--- src/verilog/flow_table_defs.svh ---
`ifndef FLOW_TABLE_DEFS_SVH
`define FLOW_TABLE_DEFS_SVH

// Table geometry
`define FT_SUBTABLES 4
`define FT_AWIDTH 4
`define FT_DEPTH (1 << `FT_AWIDTH)

// All ones in a queue id means drop
`define FT_QID_WIDTH 10

// Subtable k is seeded with k times the step
`define FT_HASH_SEED_STEP 32'h9E3779B9
`define FT_HASH_MULT 32'h85EBCA6B

`endif

--- src/verilog/flow_table_pkg.sv ---
`include "flow_table_defs.svh"

package flow_table_pkg;

    typedef struct packed {
        logic [31:0] src_ip;
        logic [31:0] dst_ip;
        logic [15:0] src_port;
        logic [15:0] dst_port;
    } tuple_t;

    typedef logic [`FT_QID_WIDTH-1:0] qid_t;

    typedef struct packed {
        tuple_t      tuple;
        qid_t        pkt_queue_id;
        qid_t        dsc_queue_id;
        logic [15:0] pkt_len;
    } metadata_t;

    typedef struct packed {
        tuple_t tuple;
        qid_t   pkt_queue_id;
        qid_t   dsc_queue_id;
    } ctrl_cmd_t;

    typedef struct packed {
        logic   valid;
        tuple_t tuple;
        qid_t   pkt_queue_id;
        qid_t   dsc_queue_id;
    } entry_t;

    typedef logic [`FT_AWIDTH-1:0] slot_idx_t;
    typedef slot_idx_t [`FT_SUBTABLES-1:0] slot_vec_t;

    typedef enum logic [1:0] {
        place_update,
        place_insert,
        place_reject
    } place_code_t;

    typedef struct packed {
        logic        done;
        place_code_t code;
    } ctrl_result_t;

    typedef struct packed {
        logic      rd_en;
        logic      wr_en;
        slot_idx_t idx;
        entry_t    wr_entry;
    } port_req_t;

endpackage

--- src/verilog/tuple_hash.sv ---
`include "flow_table_defs.svh"

module tuple_hash #(
    parameter type payload_t = logic
) (
    input  logic                      clk,
    input  logic                      rst,
    input  logic                      advance,
    input  logic                      in_valid,
    input  flow_table_pkg::tuple_t    in_tuple,
    input  payload_t                  in_payload,
    output logic                      out_valid,
    output flow_table_pkg::slot_vec_t out_idx,
    output payload_t                  out_payload
);

    logic [31:0]                     fold;
    logic [`FT_SUBTABLES-1:0][31:0] key_q;
    logic                            key_valid_q;
    payload_t                        key_payload_q;

    assign fold = in_tuple.src_ip ^ in_tuple.dst_ip ^ {in_tuple.src_port, in_tuple.dst_port};

    always_ff @(posedge clk) begin
        if (rst) begin
            key_valid_q <= 1'b0;
            out_valid <= 1'b0;
        end else if (advance) begin
            key_valid_q <= in_valid;
            out_valid <= key_valid_q;
        end
    end

    always_ff @(posedge clk) begin
        if (advance) begin
            key_payload_q <= in_payload;
            out_payload <= key_payload_q;
        end
    end

    for (genvar k = 0; k < `FT_SUBTABLES; k++) begin : g_seed
        localparam logic [31:0] seed = 32'(k) * `FT_HASH_SEED_STEP;
        logic [31:0] prod;

        // Product wraps at 32 bits, index is the top slice
        assign prod = key_q[k] * `FT_HASH_MULT;

        always_ff @(posedge clk) begin
            if (advance) begin
                key_q[k] <= fold ^ seed;
                out_idx[k] <= prod[31 -: `FT_AWIDTH];
            end
        end
    end

endmodule

--- src/verilog/flow_lookup.sv ---
`include "flow_table_defs.svh"

module flow_lookup (
    input  logic                                          clk,
    input  logic                                          rst,
    input  flow_table_pkg::metadata_t                     in_meta_data,
    input  logic                                          in_meta_valid,
    output logic                                          in_meta_ready,
    output flow_table_pkg::metadata_t                     out_meta_data,
    output logic                                          out_meta_valid,
    input  logic                                          out_meta_ready,
    output flow_table_pkg::port_req_t [`FT_SUBTABLES-1:0] req_a,
    output logic                                          advance_a,
    input  flow_table_pkg::entry_t [`FT_SUBTABLES-1:0]    rd_a
);

    logic                      h_valid;
    flow_table_pkg::slot_vec_t h_idx;
    flow_table_pkg::metadata_t h_meta;

    logic                      addr_valid;
    flow_table_pkg::slot_vec_t addr_idx;
    flow_table_pkg::metadata_t addr_meta;

    logic                      rd1_valid;
    logic                      rd2_valid;
    flow_table_pkg::metadata_t rd1_meta;
    flow_table_pkg::metadata_t rd2_meta;

    logic [`FT_SUBTABLES-1:0]  hit;
    flow_table_pkg::metadata_t result;

    // Whole pipeline stalls on downstream backpressure
    assign in_meta_ready = out_meta_ready;
    assign advance_a = out_meta_ready;

    tuple_hash #(
        .payload_t (flow_table_pkg::metadata_t)
    ) u_hash (
        .clk         (clk),
        .rst         (rst),
        .advance     (advance_a),
        .in_valid    (in_meta_valid & in_meta_ready),
        .in_tuple    (in_meta_data.tuple),
        .in_payload  (in_meta_data),
        .out_valid   (h_valid),
        .out_idx     (h_idx),
        .out_payload (h_meta)
    );

    always_ff @(posedge clk) begin
        if (rst) begin
            addr_valid <= 1'b0;
            rd1_valid <= 1'b0;
            rd2_valid <= 1'b0;
            out_meta_valid <= 1'b0;
        end else if (advance_a) begin
            addr_valid <= h_valid;
            rd1_valid <= addr_valid;
            rd2_valid <= rd1_valid;
            out_meta_valid <= rd2_valid;
        end
    end

    // Metadata rides alongside the subtable read
    always_ff @(posedge clk) begin
        if (advance_a) begin
            addr_idx <= h_idx;
            addr_meta <= h_meta;
            rd1_meta <= addr_meta;
            rd2_meta <= rd1_meta;
            if (rd2_valid) begin
                out_meta_data <= result;
            end
        end
    end

    for (genvar k = 0; k < `FT_SUBTABLES; k++) begin : g_port
        assign req_a[k].rd_en = addr_valid;
        assign req_a[k].wr_en = 1'b0;
        assign req_a[k].idx = addr_idx[k];
        assign req_a[k].wr_entry = '0;
        assign hit[k] = rd_a[k].valid && (rd_a[k].tuple == rd2_meta.tuple);
    end

    // Lowest subtable wins, a miss means drop
    always_comb begin
        result = rd2_meta;
        result.pkt_queue_id = '1;
        result.dsc_queue_id = '1;
        for (int k = `FT_SUBTABLES - 1; k >= 0; k--) begin
            if (hit[k]) begin
                result.pkt_queue_id = rd_a[k].pkt_queue_id;
                result.dsc_queue_id = rd_a[k].dsc_queue_id;
            end
        end
    end

endmodule

--- config.mk ---
export PLATFORM = sky130hd
export DESIGN_NAME = flow_lookup
export DESIGN_NICKNAME = d
export VERILOG_FILES = /design/src/verilog/flow_table_pkg.sv /design/src/verilog/tuple_hash.sv /design/src/verilog/flow_lookup.sv
export VERILOG_INCLUDE_DIRS = /design/src /design/src/verilog
export SDC_FILE = /design/constraint.sdc
export NUM_CORES = 2
export LEC_CHECK = 0
export BUFFER_PORTS_ARGS = -buffer_cell sky130_fd_sc_hd__buf_4
export CAP_MARGIN = 30
export CORE_AREA = 2 2 484 486
export DETAILED_ROUTE_END_ITERATION = 6
export DIE_AREA = 0 0 486 488
export GPL_ROUTABILITY_DRIVEN = 1
export PLACE_DENSITY = 0.57
export SLEW_MARGIN = 10
export SYNTH_ARGS = -nofsm -noshare
export SYNTH_HDL_FRONTEND = slang
export SYNTH_HIERARCHICAL = 1
export SYNTH_SLANG_ARGS = --single-unit
--- constraint.sdc ---
create_clock -name clk -period 8.15 [get_ports clk]
set_input_delay 2.0375 -clock clk [delete_from_list [all_inputs] [get_ports clk]]
set_output_delay 2.0375 -clock clk [all_outputs]
set_load 0.005 [all_outputs]
Word-level counts from Yosys, hierarchy flattened:

Cells that the tools add are included.

* logic and storage cells: 73
* memory bits (read-only): 0
* memories: 0
* bits of input ports: 604
* bits in writable memories: 0
* latch bits: 0
* flip-flop bits (word level): 858

* bitwise gates (word level): 6
* muxes and demuxes: 4
* multipliers: 4
* $lt $le $gt $ge: 0
* shift-type cells: 0
* add/sub/neg operators: 0
* equal/unequal tests: 4
* div/mod/pow operators: 0
* reductions and logical operators: 5

Operators with widths (number)
* $eq 96x96->1: 4
* $mul 32x32->32 const B: 4
* $mux 20: 4
* $xor 32x32->32: 2
* $not 20->20: 1
* $not 19->19: 1
* $not 18->18: 1
* $logic_and 1x1->1: 4
* $reduce_and 2->1: 1
* $and 1x1->1: 1

Depth between registers and ports, before layout:

* depth after elaboration: 6
* gate-level depth with buffers: 23
* depth with buffers taken out: 23

By module:

Netlist, hierarchy kept.

By module, submodules not included
* tuple_hash: area each 41999.0 µm², cells each 3245, instances 1
* flow_lookup: area each 23771.5 µm², cells each 1741, instances 1

Worst setup path after synthesis:

OpenSTA, ideal clock, no wires.

* path type: reg-to-reg
* from: register u_hash/key_q[10] (netlist name)
* to: register u_hash/out_idx[11] (netlist name), data pin
* setup slack: 0.913 ns
* setup time: 0.268 ns
* required time: 7.882 ns
* stages on the path, launching flop included: 22
* data arrival time: 6.969 ns
* cells stage by stage: edfxtp_1 -> inv_1 -> fa_1 -> inv_1 -> fa_1 -> fa_1 -> inv_1 -> fa_1 -> inv_1 -> fa_1 -> fa_1 -> fa_1 -> fa_1 -> ha_1 -> a21o_1 -> a21oi_1 -> o22ai_1 -> a211oi_4 -> o41ai_2 -> and4_1 -> a2111oi_2 -> xnor3_1

RTL lines
* to (signal, indexed assignment): RTL line tuple_hash.sv:51 `` out_idx[k] <= prod[31 -: `FT_AWIDTH]; ``
* to (decl): RTL line tuple_hash.sv:13 `output flow_table_pkg::slot_vec_t out_idx,`

==> reports/qor.yml <==
layout:
  fin_nets: 8035
  drive_above_1_share: 0.187
  regArea_um2: 23700
  nFillCells: 23300
  area_growth_pct: 18.9
  multi_input_area_um2: 34800
placement:
  numPortBuffers: 738
  hpwl_um: 244000
  gp_congestion: 0.971
setup_path:
  worst-setup-path-type: "flip-flop to flip-flop"
  start_kind: "flip-flop"
  required_ns: 8.59
  end_kind: "flip-flop"
  r2r_cells: 18
  cp_max_fo: 8
  worstPathArrival_ns: 7.96
clock_network:
  hold_buffers: 0
  clkTransAtPathRegs_ns: 0.07
  clock_sinks: 792
  clock_latency_ns: 0.71
  post-cts-setup-buffers: 0
  cts_buffers: 86
  cts_max_level: 3
  cts_buffer_depth: 3
  cts_tree: "built"
  cts_resized: 0
  cts-root-buf: "clkbuf_16"
timing:
  rsz0062_at_grt: "no"
  finalSetupViolCount: 0
  fin_worst_skew_ns: 0.0374
  period_minus_slack_ns: 7.51
  tightest_slew_ns: 1.07
  max_freq_mhz: 133
  slew_headroom: 0.285
  hold_viol_final: 0
  slew_violations: 0
  tns_ns: 0
  timing.final.crit_share: 0.922
global_route:
  overflow: 0
  grt_max_degree: 148
  grt_pass1_vias: 41700
  antenna_found_initial: 48
  grt_pass1_wl_um: 368000
  gr-usage-all-layers: 0.233
hold_path:
  hold_path_class: "flip-flop to flip-flop"
  whs_path_depth: 0
route:
  dr.first_iter.drc_count: 3452
  first_pass_iters: 5
  detail-route-antenna-nets: 0
  wl_per_cell_um: 30.8
  routed-via-count: 40100
  wl_um: 280000
  via_per_inst: 4.41
  drc: 0
floorplanning:
  ioPinCount: 1231
  initial_core_util: 0.278
  die_area_um2: 237000
  die_h_um: 488
  rows: 177
  die_x_um: 486
  coreArea_um2: 232000
synth:
  ys_warn_count: 6
  syn_inst: 4946
  netlist_area_um2: 64600
  syn_avg_cell_area_um2: 13.1
job:
  cap_viol_max_count: 0
status:
  status: "finished clean"
-- sequential cells by signal, indices dropped and copies added (netlist names) --
| name | flops |
|---|---|
| rd2_valid | 1 |
| u_hash/out_valid | 1 |
| out_meta_data | 132 |
| rd1_valid | 1 |
| u_hash/out_payload | 112 |
| u_hash/out_idx | 16 |
| u_hash/key_q | 62 |
| rd1_meta | 112 |
| rd2_meta | 112 |
| u_hash/key_payload_q | 112 |
| addr_valid | 1 |
| addr_meta | 112 |
| out_meta_valid | 1 |
| req_a | 16 |
| u_hash/key_valid_q | 1 |
-- cell usage in the layout, fill, tap and decap left out, drive strengths merged, types with 16 or more instances in the layout --
cell	count
buf	940
nor4	53
diode	30
nand4	56
o22ai	16
fa	846
conb	472
clkbuf	96
clkinv	34
nor3	32
ha	640
inv	1119
xor2	121
o2111ai	34
nor2b	29
nand3	17
o311ai	21
nand2b	99
nor2	36
a21oi	30
nand3b	20
xnor2	332
edfxtp	786
nand2	32
-- routing by layer --
layer  part of all wire  wire length, um  up-vias  global-route usage
li1                   -                -    17100                   -
met2               0.49           138000     1721               0.398
met4              0.076            21100       22               0.152
met5            0.00048              133        -                   0
met1               0.37           104000    20800               0.271
met3              0.060            16800      464              0.0382
-- cell type report --
| cell class | instances | area share |
|---|---|---|
| multi-input combinational | 3013 | 0.454 |
| sequential | 792 | 0.309 |
| timing repair buffer | 940 | 0.0949 |
| inverter | 1112 | 0.0544 |
| tap | 3043 | 0.0496 |
| clock buffer | 96 | 0.0285 |
| clock inverter | 61 | 0.00880 |
| antenna | 30 | 0.000978 |
-- metrics by stage --
| step | worst slack (ns) | hold slack, ns | util | std cells | area [um2] |
|---|---|---|---|---|---|
| 3_3_place_gp | 0.669 | 0.400 | 0.317 | 8888 | 73600 |
| 6_report | 0.636 | 0.390 | 0.331 | 9087 | 76700 |
| 5_1_grt | 0.375 | 0.405 | 0.331 | 9070 | 76700 |
| 2_1_floorplan | 0.913 | 0.400 | - | 5417 | 66300 |
| 3_5_place_dp | 0.718 | 0.405 | 0.318 | 8898 | 73700 |
| 4_1_cts | 0.672 | 0.385 | 0.330 | 9055 | 76600 |
-- final timing paths --
| kind | start | endpoint | slack, ns |
|---|---|---|---|
| hold reg to reg | rd1_meta[109]$_DFFE_PP_ | rd2_meta[109]$_DFFE_PP_ | 0.39 |
| hold / removal | rd1_meta[109]$_DFFE_PP_ | rd2_meta[109]$_DFFE_PP_ | 0.39 |
| setup / recovery | u_hash/key_q[40]$_DFFE_PP_ | u_hash/out_idx[11]$_DFFE_PP_ | 0.64 |
| setup reg to reg | u_hash/key_q[40]$_DFFE_PP_ | u_hash/out_idx[11]$_DFFE_PP_ | 0.64 |
-- critical path, cell delays in order (launching register included) --
cell and delay, ns:
edfxtp_1 0.39, buf_4 0.25, ha_1 0.67, fa_1 0.58, fa_1 0.53, inv_1 0.06, fa_1 0.54, inv_1 0.05
fa_1 0.50, fa_1 0.45, fa_1 0.59, fa_1 0.46, ha_1 0.34, nand4_1 0.15, or2_2 0.36, o41ai_2 0.59
and4_1 0.30, a2111oi_2 0.06, xnor3_1 0.35
Power is not shown: default switching activity piles up to over one toggle a cycle in this logic, so the estimate is an artifact.
