<file path="config.mk">
export PLATFORM = sky130hd
export DESIGN_NAME = flow_placement
export DESIGN_NICKNAME = d
export VERILOG_FILES = /design/src/verilog/flow_table_pkg.sv /design/src/verilog/tuple_hash.sv /design/src/verilog/flow_placement.sv
export VERILOG_INCLUDE_DIRS = /design/src /design/src/verilog
export SDC_FILE = /design/constraint.sdc
export NUM_CORES = 2
export LEC_CHECK = 0
export ABC_AREA = 1
export ABC_CLOCK_PERIOD_IN_PS = 6900
export BUFFER_PORTS_ARGS = -buffer_cell sky130_fd_sc_hd__buf_2
export CORE_AREA = 2 2 427 429
export DETAILED_ROUTE_END_ITERATION = 16
export DIE_AREA = 0 0 429 431
export PLACE_DENSITY = 0.6
export SYNTH_ARGS = -nofsm -noshare
export SYNTH_HDL_FRONTEND = slang
export SYNTH_HIERARCHICAL = 1
export SYNTH_SLANG_ARGS = --single-unit
</file>
<file path="constraint.sdc">
create_clock -name clk -period 6.9 [get_ports clk]
set_input_delay 1.38 -clock clk [delete_from_list [all_inputs] [get_ports clk]]
set_output_delay 1.38 -clock clk [all_outputs]
set_load 0.01 [all_outputs]
</file>
<file path="src/verilog/flow_table_defs.svh">
`ifndef FLOW_TABLE_DEFS_SVH
`define FLOW_TABLE_DEFS_SVH

// Table geometry
`define FT_SUBTABLES 4
`define FT_AWIDTH 4
`define FT_DEPTH (1 << `FT_AWIDTH)

// All ones in a queue id means drop
`define FT_QID_WIDTH 10

// Subtable k is seeded with k times the step
`define FT_HASH_SEED_STEP 32'h9E3779B9
`define FT_HASH_MULT 32'h85EBCA6B

`endif

</file>
<file path="src/verilog/flow_table_pkg.sv">
`include "flow_table_defs.svh"

package flow_table_pkg;

    typedef struct packed {
        logic [31:0] src_ip;
        logic [31:0] dst_ip;
        logic [15:0] src_port;
        logic [15:0] dst_port;
    } tuple_t;

    typedef logic [`FT_QID_WIDTH-1:0] qid_t;

    typedef struct packed {
        tuple_t      tuple;
        qid_t        pkt_queue_id;
        qid_t        dsc_queue_id;
        logic [15:0] pkt_len;
    } metadata_t;

    typedef struct packed {
        tuple_t tuple;
        qid_t   pkt_queue_id;
        qid_t   dsc_queue_id;
    } ctrl_cmd_t;

    typedef struct packed {
        logic   valid;
        tuple_t tuple;
        qid_t   pkt_queue_id;
        qid_t   dsc_queue_id;
    } entry_t;

    typedef logic [`FT_AWIDTH-1:0] slot_idx_t;
    typedef slot_idx_t [`FT_SUBTABLES-1:0] slot_vec_t;

    typedef enum logic [1:0] {
        place_update,
        place_insert,
        place_reject
    } place_code_t;

    typedef struct packed {
        logic        done;
        place_code_t code;
    } ctrl_result_t;

    typedef struct packed {
        logic      rd_en;
        logic      wr_en;
        slot_idx_t idx;
        entry_t    wr_entry;
    } port_req_t;

endpackage

</file>
<file path="src/verilog/tuple_hash.sv">
`include "flow_table_defs.svh"

module tuple_hash #(
    parameter type payload_t = logic
) (
    input  logic                      clk,
    input  logic                      rst,
    input  logic                      advance,
    input  logic                      in_valid,
    input  flow_table_pkg::tuple_t    in_tuple,
    input  payload_t                  in_payload,
    output logic                      out_valid,
    output flow_table_pkg::slot_vec_t out_idx,
    output payload_t                  out_payload
);

    logic [31:0]                     fold;
    logic [`FT_SUBTABLES-1:0][31:0] key_q;
    logic                            key_valid_q;
    payload_t                        key_payload_q;

    assign fold = in_tuple.src_ip ^ in_tuple.dst_ip ^ {in_tuple.src_port, in_tuple.dst_port};

    always_ff @(posedge clk) begin
        if (rst) begin
            key_valid_q <= 1'b0;
            out_valid <= 1'b0;
        end else if (advance) begin
            key_valid_q <= in_valid;
            out_valid <= key_valid_q;
        end
    end

    always_ff @(posedge clk) begin
        if (advance) begin
            key_payload_q <= in_payload;
            out_payload <= key_payload_q;
        end
    end

    for (genvar k = 0; k < `FT_SUBTABLES; k++) begin : g_seed
        localparam logic [31:0] seed = 32'(k) * `FT_HASH_SEED_STEP;
        logic [31:0] prod;

        // Product wraps at 32 bits, index is the top slice
        assign prod = key_q[k] * `FT_HASH_MULT;

        always_ff @(posedge clk) begin
            if (advance) begin
                key_q[k] <= fold ^ seed;
                out_idx[k] <= prod[31 -: `FT_AWIDTH];
            end
        end
    end

endmodule

</file>
<file path="src/verilog/flow_placement.sv">
`include "flow_table_defs.svh"

module flow_placement (
    input  logic                                          clk,
    input  logic                                          rst,
    input  flow_table_pkg::ctrl_cmd_t                     in_control_data,
    input  logic                                          in_control_valid,
    output logic                                          in_control_ready,
    output flow_table_pkg::port_req_t [`FT_SUBTABLES-1:0] req_b,
    input  flow_table_pkg::entry_t [`FT_SUBTABLES-1:0]    rd_b,
    output flow_table_pkg::ctrl_result_t                  out_control_result
);

    typedef enum logic [1:0] {
        st_idle,
        st_hashing,
        st_reading,
        st_deciding
    } state_t;

    state_t                      state;
    logic                        accept;

    logic                        h_valid;
    flow_table_pkg::slot_vec_t   h_idx;
    flow_table_pkg::ctrl_cmd_t   h_cmd;

    flow_table_pkg::ctrl_cmd_t   cmd_q;
    flow_table_pkg::slot_vec_t   idx_q;
    flow_table_pkg::entry_t      wr_entry;
    logic                        rd_en_q;
    logic                        rd_v1;
    logic                        rd_v2;
    logic [`FT_SUBTABLES-1:0]    wr_sel_q;

    logic [`FT_SUBTABLES-1:0]    hit;
    logic [`FT_SUBTABLES-1:0]    empty;
    logic [`FT_SUBTABLES-1:0]    wr_sel;
    flow_table_pkg::place_code_t code;

    assign in_control_ready = (state == st_idle);
    assign accept = in_control_valid & in_control_ready;

    // Hash runs freely, the FSM catches its one-cycle valid
    tuple_hash #(
        .payload_t (flow_table_pkg::ctrl_cmd_t)
    ) u_hash (
        .clk         (clk),
        .rst         (rst),
        .advance     (1'b1),
        .in_valid    (accept),
        .in_tuple    (in_control_data.tuple),
        .in_payload  (in_control_data),
        .out_valid   (h_valid),
        .out_idx     (h_idx),
        .out_payload (h_cmd)
    );

    always_ff @(posedge clk) begin
        if (rst) begin
            state <= st_idle;
            rd_en_q <= 1'b0;
            rd_v1 <= 1'b0;
            rd_v2 <= 1'b0;
            wr_sel_q <= '0;
            out_control_result <= '0;
        end else begin
            rd_v1 <= rd_en_q;
            rd_v2 <= rd_v1;
            case (state)
                st_idle: begin
                    if (accept) begin
                        state <= st_hashing;
                    end
                end
                st_hashing: begin
                    if (h_valid) begin
                        rd_en_q <= 1'b1;
                        state <= st_reading;
                    end
                end
                st_reading: begin
                    rd_en_q <= 1'b0;
                    if (rd_v2) begin
                        wr_sel_q <= wr_sel;
                        out_control_result.code <= code;
                        state <= st_deciding;
                    end
                end
                st_deciding: begin
                    // Write lands on the same edge as done
                    if (!out_control_result.done) begin
                        wr_sel_q <= '0;
                        out_control_result.done <= 1'b1;
                    end else begin
                        out_control_result.done <= 1'b0;
                        state <= st_idle;
                    end
                end
                default: state <= st_idle;
            endcase
        end
    end

    always_ff @(posedge clk) begin
        if (state == st_hashing && h_valid) begin
            cmd_q <= h_cmd;
            idx_q <= h_idx;
        end
    end

    assign wr_entry.valid = 1'b1;
    assign wr_entry.tuple = cmd_q.tuple;
    assign wr_entry.pkt_queue_id = cmd_q.pkt_queue_id;
    assign wr_entry.dsc_queue_id = cmd_q.dsc_queue_id;

    for (genvar k = 0; k < `FT_SUBTABLES; k++) begin : g_port
        assign req_b[k].rd_en = rd_en_q;
        assign req_b[k].wr_en = wr_sel_q[k];
        assign req_b[k].idx = idx_q[k];
        assign req_b[k].wr_entry = wr_entry;
        assign hit[k] = rd_b[k].valid && (rd_b[k].tuple == cmd_q.tuple);
        assign empty[k] = !rd_b[k].valid;
    end

    // Update beats insert; neither means reject
    always_comb begin
        wr_sel = '0;
        code = flow_table_pkg::place_reject;
        if (|hit) begin
            code = flow_table_pkg::place_update;
            for (int k = `FT_SUBTABLES - 1; k >= 0; k--) begin
                if (hit[k]) begin
                    wr_sel = '0;
                    wr_sel[k] = 1'b1;
                end
            end
        end else if (|empty) begin
            code = flow_table_pkg::place_insert;
            for (int k = `FT_SUBTABLES - 1; k >= 0; k--) begin
                if (empty[k]) begin
                    wr_sel = '0;
                    wr_sel[k] = 1'b1;
                end
            end
        end
    end

endmodule

</file>
# Word-level counts from Yosys, hierarchy flattened
# Index checks and enable logic that the tools add are counted.
word_totals:
  regBits: 522
  latchBits: 0
  mem_bits_rw: 0
  mem_bits_ro: 0
  in_bits: 587
  mem_count: 0
classes:
  addsub: 0
  n_mul: 4
  n_div: 0
  magnitude_cmp: 0
  eq_ne: 12
  shifts: 0
  n_mux: 23
  bitwise: 6
  n_reduce_logical: 18
ops:
  columns: ["operator", "count"]
  rows:
  - ["$eq 96x96->1", 4]
  - ["$mul 32x32->32 const B", 4]
  - ["$xor 32x32->32", 2]
  - ["$mux 4", 12]
  - ["$not 20->20", 1]
  - ["$not 19->19", 1]
  - ["$not 18->18", 1]
  - ["$mux 2", 6]
  - ["$pmux 2 s4", 1]
  - ["$pmux 4 s2", 1]
  - ["$reduce_or 4->1", 2]
  - ["$ne 2x2->1 const B", 3]
  - ["$logic_and 1x1->1", 5]
  - ["$eq 2x2->1 const B", 2]
  - ["$logic_not 1->1", 4]
  - ["$ne 2x1->1 const B", 2]
  - ["$reduce_and 2->1", 2]
  - ["$reduce_and 4->1", 1]
  - ["$reduce_bool 2->1", 2]
  - ["$reduce_and 3->1", 1]
  - ["$eq 2x1->1 const B", 1]
  - ["$logic_not 2->1", 1]
  - ["$mux 1", 2]
  - ["$pmux 1 s2", 1]
  - ["$and 1x1->1", 1]

# Longest topological paths before layout
logic_depth:
  ltp_word: 9
  mapped_depth: 28
  mapped_depth_nobuf: 28

# Hierarchy
# Netlist, hierarchy kept.
by_module_without_submodules:
  columns: ["mod", "instances", "cells_per_inst", "area_each_um2"]
  rows:
  - ["tuple_hash", 1, 4001, 43854.6]
  - ["flow_placement", 1, 2107, 13768.2]

# Worst setup path after synthesis
# Ideal clock, no wire load.
synth_timing:
  kind: "flip-flop to flip-flop"
  start: "reg u_hash/key_q[10] in the netlist's numbering"
  end: "reg u_hash/out_idx[3] in the netlist's numbering, data pin"
  setup_ns: 0.253
  arrival_time_ns: 6.055
  t_required_ns: 6.647
  setup_slack_ns: 0.592
  stages_incl_launch_ff: 23
  n_path_buf: 0
  synth_period_minus_slack_ns: 6.308
  cell_sequence: "edfxtp_1 inv_1 fa_1 inv_1 fa_1 fa_1 inv_1 fa_1 inv_1 fa_1 fa_1 fa_1 fa_1 ha_1 nand2_1 nor2_1 inv_1 o31ai_1 nor2_1 nand2_1 a21oi_1 nand3_1 nand2_1"
synth_between:
  elab_chain_len: 1
synth_rtl:
  columns: ["element", "line", "source"]
  rows:
  - ["start, declared", "tuple_hash.sv:18", "logic [`FT_SUBTABLES-1:0][31:0] key_q;"]
  - ["start signal, assigned by index", "tuple_hash.sv:50", "key_q[k] <= fold ^ seed;"]
  - ["$mul 32x32->32 (no line)", null, null]
  - ["named net u_hash.g_seed[0].prod[31]", "tuple_hash.sv:43", "logic [31:0] prod;"]
  - ["end signal, assigned by index", "tuple_hash.sv:51", "out_idx[k] <= prod[31 -: `FT_AWIDTH];"]
  - ["end, declared", "tuple_hash.sv:13", "output flow_table_pkg::slot_vec_t out_idx,"]
# The timed path passes the listed nets, and every way through them passes these cells.
# A chain may end at the register's enable or synchronous reset.

# Worst setup path after layout
layout_timing:
  start: "reg u_hash/key_q[12] in the netlist's numbering"
  end: "reg u_hash/out_idx[1] in the netlist's numbering, data pin"
# The elaborated chain is that of the path after synthesis.

==> impl_metrics.toml <==
[synth]
synth.avg_cell_area_um2 = 9.43
ys_seq_elements = 456
yosysTopAreaCellShare = 0.294
async_flop_share = 0
yosys_warnings = 6
netlist_instances = 6108
synth_common_cells = "inv_1, nand2_1, fa_1"
synth_area_um2 = 57600
synthFlopType = "edfxtp_1"
synth_top_area_cell = "fa_1"
yosys.cell_count.top_type = "inv_1"
synth_cell_type_count = 50
synth.area.top_cells = "fa_1, edfxtp_1, ha_1, inv_1, nand2_1"
synth_edf_count = 442
ys_seq_area_frac = 0.235

[timing]
final-setup-viol-count = 0
tightest_slew_ns = 1.26
fin_skew_ns = 0.0628
hold_violations = 0
maxSlewViolCount = 0
rsz0062_at_grt = "true"
fin_crit_sh = 0.971
fin_crit_ns = 6.70
relSlewSlack = 0.163
fmax_mhz = 149

[worst_hold_path]
hold_end = "u_hash/out_payload[41]"
min_path_type = "reg -> reg"
holdCritStartpoint = "u_hash/key_payload_q[41]"
min_path_cells = 0

[clock_network]
cts-hold-fix-buffers = 0
clock_sinks = 456
cts_buffer_depth = 3
clock-root-buffer = "clkbuf_16"
h-tree-depth = 2
cts_tree = "done"
cts.clk_slew.worst_paths_ns = 0.06
numCtsBuffers = 55
insertion_delay_ns = 0.71

[global_routing]
track_usage = 0.274
grt_pass1_vias = 45300
grt_pass1_wl_um = 348000
grt_max_degree = 82
gr-total-overflow = 0
antenna_found_initial = 56

[routing]
wl_um = 256000
drc = 0
dr.pass1.iters = 5
num_vias = 45300
avgViaCountPerCell = 4.64
ant_nets = 0
wl_per_cell_um = 26.3
drt_iter0_markers = 3731

[critical_path]
path_buf_inv = 8
critPathSlowestCell = "fa_1"
r2r_cells = 23
rr_endpoint = "u_hash/out_idx[1]"
crit_required_ns = 7.36
startpoint_type = "flip-flop"
critPathKind = "reg -> reg"
regToRegStartpoint = "u_hash/key_q[12]"
end_kind = "flip-flop"
path_delay_family = "adder cells"
crit_path_max_incr_delay_ns = 0.58
crit_chain = "clkinvlp_4, buf_4, fa_1, inv_1, fa_1, inv_1, fa_1, inv_1, fa_1, inv_1, fa_1, fa_1, fa_1, fa_1, inv_1, ha_1, nand2_1, nor2_2, inv_1, nor3_1, nand4_1, nand2_1, xor2_1"
crit_top_cell = "fa_1"
cp_max_fo = 6
cp.arrival_ns = 7.16
regToRegSetupSlack_ns = 0.20

[layout]
fin_cells = 9758
drive_gt1_frac = 0.188
nets = 9386
syn_to_final_growth_pct = 17.4

[floorplan]
core_um2 = 180000
start_util = 0.320
die_h_um = 431
pin_count = 1083
die-area_um2 = 185000
die_width_um = 429
num_rows = 156

[placed_design]
dpl.hpwl_um = 229000
portBuffers = 998
gp_congestion = 1.01
dp_cells = 9614

[flow_run]
cap_violations = 0

[run_status]
status = "finished, final reports clean"
-- kinds of logic (layout without fill, tap and decap cells) --
| family | after synthesis | in the layout | synth area share |
|---|---|---|---|
| XOR/XNOR | 215 | 215 | 0.0327 |
| adder cells (fa/ha/maj) | 1490 | 1490 | 0.434 |
| other | 1 | 353 | 0.0000651 |
| AO/OA/AOI/OAI | 342 | 342 | 0.0324 |
| flip-flops | 456 | 456 | 0.235 |
| AND/OR/NAND/NOR | 1706 | 1706 | 0.118 |
| buffers and inverters | 1898 | 2826 | 0.148 |
-- routing by layer --
metal  track usage  up-vias  wire length, um
met3        0.0716      420            21200
li1              -    20400                -
met5        0.0122        -              863
met1         0.341    22600           101000
met2         0.445     1824           119000
met4         0.125       32            13700
-- area by class of cell --
| type | count | area, um2 |
|---|---|---|
| clock buffers | 64 | 1420 |
| repair buffers | 1200 | 6630 |
| well taps | 2370 | 2970 |
| fillers | 18500 | 112000 |
| clock inverters | 36 | 465 |
| diodes | 36 | 90.1 |
| inverters | 1526 | 5750 |
| multi-input cells | 4070 | 36800 |
| flip-flops and latches | 456 | 13600 |
-- what timing repair did --
item / CTS / global route
endpoints found under the setup margin: 0 / 8
resized for setup: 0 / 11
setup buffers: 0 / 8
-- through the flow --
| stage | TNS (ns) | setup WS, ns | util | hold WS [ns] | cell area (um2) |
|---|---|---|---|---|---|
| after CTS | 0 | 0.183 | 0.374 | 0.403 | 67500 |
| after detailed placement | 0 | 0.271 | 0.364 | 0.396 | 65600 |
| after floorplan | 0 | 0.592 | - | 0.388 | 58800 |
| final | 0 | 0.200 | 0.376 | 0.391 | 67700 |
| after global routing | -0.0242 | -0.0242 | 0.375 | 0.416 | 67600 |
| after global placement | 0 | 0.239 | 0.364 | 0.391 | 65500 |
-- flip-flops by register name, indices dropped and copies added (netlist names) --
register	cells
wr_sel_q	4
rd_v1	1
u_hash/key_payload_q	116
u_hash/key_q	62
u_hash/out_payload	116
u_hash/key_valid_q	1
rd_en_q	1
u_hash/out_valid	1
u_hash/out_idx	16
rd_v2	1
req_b	132
out_control_result	3
state	2
-- cell usage in the layout, fill, tap and decap left out, types with 88 or more instances in the layout --
cell type / Yosys / routed
conb_1: 1 / 317
o21ai_0: 149 / 149
nand2_1: 1180 / 1180
buf_2: 6 / 998
edfxtp_1: 442 / 442
xnor2_1: 88 / 88
buf_4: 356 / 193
nand3_1: 112 / 112
inv_1: 1468 / 1464
nor2_1: 309 / 308
a21oi_1: 129 / 128
xor2_1: 127 / 127
fa_1: 846 / 845
ha_1: 644 / 643
-- how the worst max path moves through the flow --
stage                     cells after the start              from  slack, ns                  to
after global routing                         22  u_hash/key_q[12]      -0.02  u_hash/out_idx[15]
after floorplan                              22  u_hash/key_q[10]       0.59   u_hash/out_idx[3]
final                                        23  u_hash/key_q[12]       0.20   u_hash/out_idx[1]
after global placement                       22  u_hash/key_q[15]       0.24   u_hash/out_idx[7]
after CTS                                    19  u_hash/key_q[40]       0.18   u_hash/out_idx[9]
after detailed placement                     19  u_hash/key_q[40]       0.27   u_hash/out_idx[9]
Power is left out: the tool's default activity adds up to more than one toggle a clock period on the data nets, which glitch-free logic cannot reach.
